`config.mk`:
```
export PLATFORM = sky130hd
export DESIGN_NAME = predecode_lane_flat
export DESIGN_NICKNAME = d
export VERILOG_FILES = /design/src/common/qupls_isa_pkg.sv /design/src/common/fetch_pkg.sv /design/src/common/lane_if.sv /design/src/predecode_lane.sv /design/src/flat_wrapper.sv
export SDC_FILE = /design/constraint.sdc
export NUM_CORES = 1
export LEC_CHECK = 0
export BUFFER_PORTS_ARGS = -buffer_cell sky130_fd_sc_hd__clkbuf_2
export CORE_MARGIN = 5
export CORE_UTILIZATION = 46
export CTS_BUF_LIST = sky130_fd_sc_hd__clkbuf_4
export DETAILED_ROUTE_END_ITERATION = 10
export PLACE_DENSITY = 0.82
export SYNTH_ARGS = -nofsm -noshare
export SYNTH_HDL_FRONTEND = slang
export SYNTH_SLANG_ARGS = --single-unit
```
`constraint.sdc`:
```
create_clock -name clk -period 0.8 [get_ports clk]
set_input_delay 0.16 -clock clk [delete_from_list [all_inputs] [get_ports clk]]
set_output_delay 0.16 -clock clk [all_outputs]
set_load 0.05 [all_outputs]
```
`src/common/qupls_isa_pkg.sv`:
```
/*
  Opcode encodings and field widths of the variable-length ISA.
  Only the 32-bit and 64-bit prefixes exist here. 128-bit prefixes are not decoded.
*/
`default_nettype none

package qupls_isa_pkg;

	// ====================
	// Field widths
	// ====================

	// Opcode sits in the low seven bits of the first instruction byte
	typedef logic [6:0] opcode_t;

	// Register specifier width for rd and rs1
	localparam int REG_W = 6;
	// Immediate carried by a plain 5-byte instruction
	localparam int IMM_W = 21;
	// Immediate carried by a 64-bit prefix, bytes 2 to 9
	localparam int PFX_IMM_W = 64;
	// Longest instruction the front end handles
	localparam int MAX_INS_BYTES = 10;
	// Width of a length value in bytes
	localparam int LEN_W = 5;

	// ====================
	// Opcodes
	// ====================

	// Subroutine calls
	localparam opcode_t OP_BSR = 7'h20;
	localparam opcode_t OP_JSR = 7'h21;

	// Integer and float conditional branches
	localparam opcode_t OP_BccU = 7'h26;
	localparam opcode_t OP_Bcc = 7'h27;
	localparam opcode_t OP_FBccH = 7'h28;
	localparam opcode_t OP_FBccS = 7'h29;
	localparam opcode_t OP_FBccD = 7'h2A;
	localparam opcode_t OP_FBccQ = 7'h2B;

	// System and float arithmetic
	localparam opcode_t OP_CSR = 7'h07;
	localparam opcode_t OP_FLT3 = 7'h0C;

	// Constant prefixes, the 32-bit ones are still 5 bytes long
	localparam opcode_t OP_PFXA32 = 7'h30;
	localparam opcode_t OP_PFXB32 = 7'h31;
	localparam opcode_t OP_PFXC32 = 7'h32;
	localparam opcode_t OP_PFXA64 = 7'h34;
	localparam opcode_t OP_PFXB64 = 7'h35;
	localparam opcode_t OP_PFXC64 = 7'h36;

	// Return, no-op and context save
	localparam opcode_t OP_RTD = 7'h3A;
	localparam opcode_t OP_LSCTX = 7'h3E;
	localparam opcode_t OP_NOP = 7'h3F;

endpackage

`default_nettype wire

```
`src/common/fetch_pkg.sv`:
```
/*
  Fetch-side types. Addresses are byte addresses.
  A fetch line is 16 bytes and the aligner window holds two of them.
*/
`default_nettype none

package fetch_pkg;

	// Bytes per incoming fetch line
	localparam int LINE_BYTES = 16;
	// Bytes held by the aligner window
	localparam int WIN_BYTES = 32;

	// Byte address of an instruction
	typedef logic [31:0] pc_t;

	// One predecoded instruction as it leaves the front end
	typedef struct packed {
		pc_t pc;
		qupls_isa_pkg::opcode_t opcode;
		logic [qupls_isa_pkg::REG_W-1:0] rd;
		logic [qupls_isa_pkg::REG_W-1:0] rs1;
		// Sign-extended short immediate or full prefix constant
		logic [qupls_isa_pkg::PFX_IMM_W-1:0] imm;
		logic [qupls_isa_pkg::LEN_W-1:0] len;
		logic is_branch;
		logic is_prefix;
	} predec_t;

endpackage

`default_nettype wire

```
`src/common/lane_if.sv`:
```
/*
  One aligned instruction on its way from the aligner to a predecode lane.
  There is no ready, space is granted by the queue before issue.
*/
`timescale 1ns/100ps
`default_nettype none

interface lane_if;

	// Instruction present in this lane for this cycle
	logic valid;
	// Address of the first byte
	fetch_pkg::pc_t pc;
	// Raw bytes, byte 0 in the low bits, unused tail bytes are don't care
	logic [qupls_isa_pkg::MAX_INS_BYTES*8-1:0] bytes;
	// Decoded length in bytes
	logic [qupls_isa_pkg::LEN_W-1:0] len;

	// Aligner side
	modport src (
		output valid,
		output pc,
		output bytes,
		output len
	);

	// Lane side
	modport dst (
		input valid,
		input pc,
		input bytes,
		input len
	);

endinterface

`default_nettype wire

```
`src/predecode_lane.sv`:
```
/*
  One predecode lane, one cycle from ins.valid to pd_valid.
  pd only updates on a valid instruction and holds otherwise.
*/
`timescale 1ns/100ps
`default_nettype none

module predecode_lane (
	input wire clk,
	input wire rst_n,
	lane_if.dst ins,
	output logic pd_valid,
	output fetch_pkg::predec_t pd
);

	localparam int IMM_SIGN = 19 + qupls_isa_pkg::IMM_W - 1;

	qupls_isa_pkg::opcode_t op;
	logic [qupls_isa_pkg::PFX_IMM_W-1:0] imm;
	logic is_branch;
	logic is_prefix;

	always_comb begin
		op = ins.bytes[6:0];

		// A 10-byte prefix carries its constant in bytes 2 to 9
		if (ins.len == qupls_isa_pkg::LEN_W'(qupls_isa_pkg::MAX_INS_BYTES)) begin
			imm = ins.bytes[16 +: qupls_isa_pkg::PFX_IMM_W];
		end else begin
			imm = {{(qupls_isa_pkg::PFX_IMM_W - qupls_isa_pkg::IMM_W){ins.bytes[IMM_SIGN]}},
				ins.bytes[19 +: qupls_isa_pkg::IMM_W]};
		end

		// Anything that can change the flow of control
		case (op)
			qupls_isa_pkg::OP_BSR, qupls_isa_pkg::OP_JSR,
			qupls_isa_pkg::OP_BccU, qupls_isa_pkg::OP_Bcc,
			qupls_isa_pkg::OP_FBccH, qupls_isa_pkg::OP_FBccS,
			qupls_isa_pkg::OP_FBccD, qupls_isa_pkg::OP_FBccQ,
			qupls_isa_pkg::OP_RTD:
				is_branch = 1'b1;
			default:
				is_branch = 1'b0;
		endcase

		case (op)
			qupls_isa_pkg::OP_PFXA32, qupls_isa_pkg::OP_PFXB32,
			qupls_isa_pkg::OP_PFXC32, qupls_isa_pkg::OP_PFXA64,
			qupls_isa_pkg::OP_PFXB64, qupls_isa_pkg::OP_PFXC64:
				is_prefix = 1'b1;
			default:
				is_prefix = 1'b0;
		endcase
	end

	always_ff @(posedge clk or negedge rst_n) begin
		if (!rst_n) begin
			pd_valid <= 1'b0;
		end else begin
			pd_valid <= ins.valid;
		end
	end

	always_ff @(posedge clk) begin
		if (ins.valid) begin
			pd.pc <= ins.pc;
			pd.opcode <= op;
			pd.rd <= ins.bytes[7 +: qupls_isa_pkg::REG_W];
			pd.rs1 <= ins.bytes[13 +: qupls_isa_pkg::REG_W];
			pd.imm <= imm;
			pd.len <= ins.len;
			pd.is_branch <= is_branch;
			pd.is_prefix <= is_prefix;
		end
	end

endmodule

`default_nettype wire

```
`src/flat_wrapper.sv`:
```
// flat-port wrapper written by rule: the top's interface ports become plain ports
module predecode_lane_flat 
  (clk, rst_n, pd_valid, pd, ins_valid, ins_pc, ins_bytes, ins_len);
  lane_if ins_i ();
  input wire clk;
  input wire rst_n;
  output logic pd_valid;
  output fetch_pkg::predec_t pd;
  input wire logic [$bits(ins_i.valid)-1:0] ins_valid;
  input wire logic [$bits(ins_i.pc)-1:0] ins_pc;
  input wire logic [$bits(ins_i.bytes)-1:0] ins_bytes;
  input wire logic [$bits(ins_i.len)-1:0] ins_len;
  assign ins_i.valid = ins_valid;
  assign ins_i.pc = ins_pc;
  assign ins_i.bytes = ins_bytes;
  assign ins_i.len = ins_len;
  predecode_lane u_core (.clk(clk), .rst_n(rst_n), .ins(ins_i), .pd_valid(pd_valid), .pd(pd));
endmodule
```
### Word level (Yosys, flattened, before mapping)

Cells that the tools add are included.

| word-level totals | value |
|---|---|
| register bits | 123 |
| input bits | 120 |

| operators by class | value |
|---|---|
| eq/ne operators | 16 |
| muxes and demuxes | 3 |
| reductions and logical operators | 2 |

Operators with widths:

| kind | number |
|---|---|
| equality test 7 x 6 -> 1 bit, second input constant | 15 |
| 2-to-1 mux 64 bit | 1 |
| OR reduction 9 bit | 1 |
| OR reduction 6 bit | 1 |
| equality test 5 x 4 -> 1 bit, second input constant | 1 |
| 2-to-1 mux 1 bit | 2 |

### Longest topological paths before layout

| logic depth | value |
|---|---|
| depth in word-level cells | 3 |
| depth in mapped cells | 5 |

### Least setup slack after synthesis

No wires, ideal clock.

| timing path | value |
|---|---|
| kind | input to register |
| start | in ins_len[4] |
| end | reg u_core.pd[10] (netlist name) |
| setup time | 0.260 ns |
| stages on the path | 5 |
| slack | -0.518 ns |
| arrival time | 1.058 ns |
| buffers on the path | 2 |
| required time | 0.540 ns |
| path through | nor2_2 and4_4 buf_8 buf_12 mux2_4 |

| on the way | value |
|---|---|
| word-level cells in the longest chain between the ends | 2 |

RTL lines:

| what | line | source |
|---|---|---|
| start: declaration | flat_wrapper.sv:12 | `input wire logic [$bits(ins_i.len)-1:0] ins_len;` |
| equality test 5 x 4 -> 1 bit | predecode_lane.sv:27 | `if (ins.len == qupls_isa_pkg::LEN_W'(qupls_isa_pkg::MAX_INS_BYTES)) begin` |
| 2-to-1 mux 64 bit | predecode_lane.sv:27 |  |
| named net u_core.imm, one bit | predecode_lane.sv:19 | `logic [qupls_isa_pkg::PFX_IMM_W-1:0] imm;` |

The timed path passes the listed nets, and every way through them passes these cells.
A chain may end at the register's enable or synchronous reset.

### Final worst setup path

| timing path | value |
|---|---|
| start | reg u_core.pd[83] (netlist name) |
| end | out pd[83] (netlist bit) |

RTL lines:

| what | line | source |
|---|---|---|
| end: declaration | flat_wrapper.sv:8 | `output fetch_pkg::predec_t pd;` |

No word-level cell between the ends.

==> results.py <==
metrics = {
    "hold_path": {
        "min_path_type": "input pin to flip-flop",
    },
    "global_route": {
        "grt_start_max_net_pins": 49,
        "grt_pass1_vias": 4230,
        "grt_pass1_wl_um": 24100,
        "antenna_found_initial": 4,
        "gr-total-overflow": 0,
        "track_usage": 0.286,
    },
    "floorplanning": {
        "initial_core_util": 0.467,
        "die_area_sq_mm": 0.0119,
        "die_w_um": 109,
        "placementRows": 36,
        "core_area_sq_mm": 0.00964,
        "pin_count": 243,
        "die_h_um": 109,
    },
    "synth": {
        "seq_area_frac_synth": 0.819,
        "synth_edf_count": 122,
        "syn_nets": 332,
        "syn_inst": 212,
        "synth-seq-cells": 123,
        "yosysTopAreaCell": "edfxtp_1",
        "yosysWarnings": 0,
        "ys.flop_type": "edfxtp_1",
        "async_flop_share": 0.00813,
        "synth_area_per_cell_sq_um": 21.2,
        "ys_top_cells_by_area": "edfxtp_1 (81%), a21o_1 (7.2%), mux2_4 (5.7%), buf_12 (0.89%), mux2_2 (0.75%)",
        "synth.top_cells.by_count": "edfxtp_1 (122), a21o_1 (43), mux2_4 (17)",
        "synth_cell_types": 19,
        "synthMostInstantiatedCell": "edfxtp_1",
        "synth_top_cell_area_share": 0.814,
        "synth_area_sq_mm": 0.00450,
    },
    "power_and_ir_drop": {
        "power_frac_seq": 0.465,
        "p_int_mw": 11.8,
        "clkPwrFrac": 0.253,
        "p_per_area_mw_per_mm2": 1950,
        "power.switching_mw": 5.58,
        "p_leak_nw": 3.95,
        "sw_frac_of_total": 0.322,
        "p_comb_frac": 0.282,
        "max-vdd-ir-drop_mv": 1.47,
    },
    "final_layout": {
        "fin_area_sq_mm": 0.00889,
        "synthToLayoutAreaGrowth_pct": 97.4,
        "layout-drive-gt1-share": 0.523,
        "stdcell_count": 764,
        "postLayoutCoreUtil": 0.922,
        "final_nets": 734,
    },
    "place": {
        "placedCellCount": 598,
        "dp_hpwl_um": 8610,
        "placed_area_sq_mm": 0.00602,
        "io_buffers": 242,
        "place_ws_ns": -0.683,
        "gp_congestion": 0.738,
    },
    "critical_path": {
        "cp.required_ns": 0.64,
        "cpPeakStageDelay_ns": 0.49,
        "crit_type": "flip-flop to primary output",
        "crit_chain": "buf_8",
        "crit_fanout": 1,
        "crit_slowest_cell": "edfxtp_1",
        "critical_path_buf_inv_count": 1,
        "startpoint_type": "flip-flop",
        "worst_ep_arrival_time_ns": 1.22,
        "crit_family": "flip-flops",
        "crit_path_end_kind": "primary output",
    },
    "run_status": {
        "failed_checks": "hold timing, setup timing",
        "status": "finished with violations",
    },
    "clock_tree": {
        "clk_pin_slew_ns": 0.13,
        "htreeDepth": 4,
        "tritoncts": "yes",
        "ctsRootBufferMaster": "clkbuf_4",
        "cts.path.max_buffers": 2,
        "cts_inserted_buffers": 17,
        "clock-sinks": 123,
    },
    "routing": {
        "avgRoutedWirePerCell_um": 26.3,
        "route.detailed.drc": 0,
        "drtIter0Drc": 244,
        "drtAntennaViolNets": 0,
        "detailroute.via_count": 3920,
        "totalWireLength_um": 20100,
        "viasPerCell": 5.13,
        "first_pass_iters": 5,
    },
    "timing": {
        "finalMaxSlewViolations": 0,
        "finalSetupViolations": 182,
        "period_share": 1.73,
        "grt_setup_unrepaired": "yes",
        "min_period_ns": 1.38,
        "tightest_slew_ns": 0.282,
        "fmax_mhz": 724,
        "setup_slack_ns": -0.581,
        "hold-worst-slack_ns": -0.000513,
        "finalHoldViolations": 1,
        "relSlewSlack": 0.811,
    },
    "flow_run": {
        "max_cap_viol_count": 0,
    },
}
## flip-flops by register name, indices dropped and copies added (netlist names)
| name | count |
|---|---|
| u_core.pd | 122 |
| u_core.pd_valid | 1 |
## through the flow
stage | hold slack (ns) | power [mW] | TNS [ns]
finish | -0.000513 | 17.3 | -64.95
global route | -0.0120 | 17.8 | -69.94
CTS | -0.0415 | 16.5 | -63.03
detailed placement | -0.0637 | 11.2 | -47.09
global placement | -0.0634 | 11.1 | -44.26
floorplan | -0.136 | 10.1 | -19.08
## final timing paths
path | start | to | slack (ns) | depth (start not counted)
setup / recovery | u_core.pd[83] | pd[83] | -0.58 | 1
hold / removal | ins_bytes[1] | u_core.pd[0] | -0.0005 | 2
max in group asynchronous | rst_n | u_core.pd_valid | 0.24 | 3
min in group asynchronous | rst_n | u_core.pd_valid | 0.46 | 3
## layout by cell type, fill, tap and decap left out
cell and n:
a2111oi_4 1, inv_1 3, nor3b_1 2, clkbuf_2 116, clkinv_1 4, and4_4 1
buf_12 6, clkbuf_4 21, o21ai_0 2, buf_4 17, clkbuf_8 46, edfxtp_1 122
a41oi_4 1, dfrtp_1 1, a21o_1 43, bufinv_16 2, a21oi_1 1, clkbuf_16 3
diode_2 4, buf_8 80, clkinvlp_4 2, nor2_1 1, dlygate4sd3_1 119, mux2_4 19
nand2b_1 1, mux2_2 1, inv_4 1, buf_6 7, clkinv_2 3, nor2_4 1
## kinds of logic after synthesis
family	share of synthesized area
muxes	0.0642
buffers and inverters	0.0267
DFF	0.819
and+or+nand+nor	0.00945
AOI/OAI and AO/OA	0.0806
## final cells by class
type / count / area [sq um]
repair buffers: 394 / 4010
flip-flops and latches: 123 / 3690
clock inverters: 11 / 105
well taps: 133 / 166
diodes: 4 / 10.0
clock buffers: 21 / 158
inverters: 4 / 17.5
multi-input cells: 74 / 737
fillers: 332 / 749
## repair_timing
item                                   in CTS  in global routing
setup buffers                               8                  3
gates resized for setup                   258                 86
hold buffers                              118                  3
cloned                                      1                  6
setup endpoints to repair                 162                163
pin swaps                                   2                  4
endpoints found under the hold margin     123                  6
## layer usage
| metal | track usage | vias up | share of wire |
|---|---|---|---|
| met4 | 0.137 | 0 | 0.052 |
| met2 | 0.520 | 300 | 0.54 |
| met1 | 0.279 | 1914 | 0.32 |
| li1 | - | 1649 | - |
| met5 | 0 | - | 0 |
| met3 | 0.117 | 57 | 0.086 |
## power by group through the flow
stage          clock, mW  combinational, mW  sequential (mW)
6_report            4.40               4.89             8.06
5_1_grt             4.68               5.00             8.09
4_1_cts             4.17               4.45             7.90
3_5_place_dp           0               3.19             7.97
3_3_place_gp           0               3.13             7.95
2_1_floorplan          0              0.263             9.79
(Power assumes the default switching activity.)
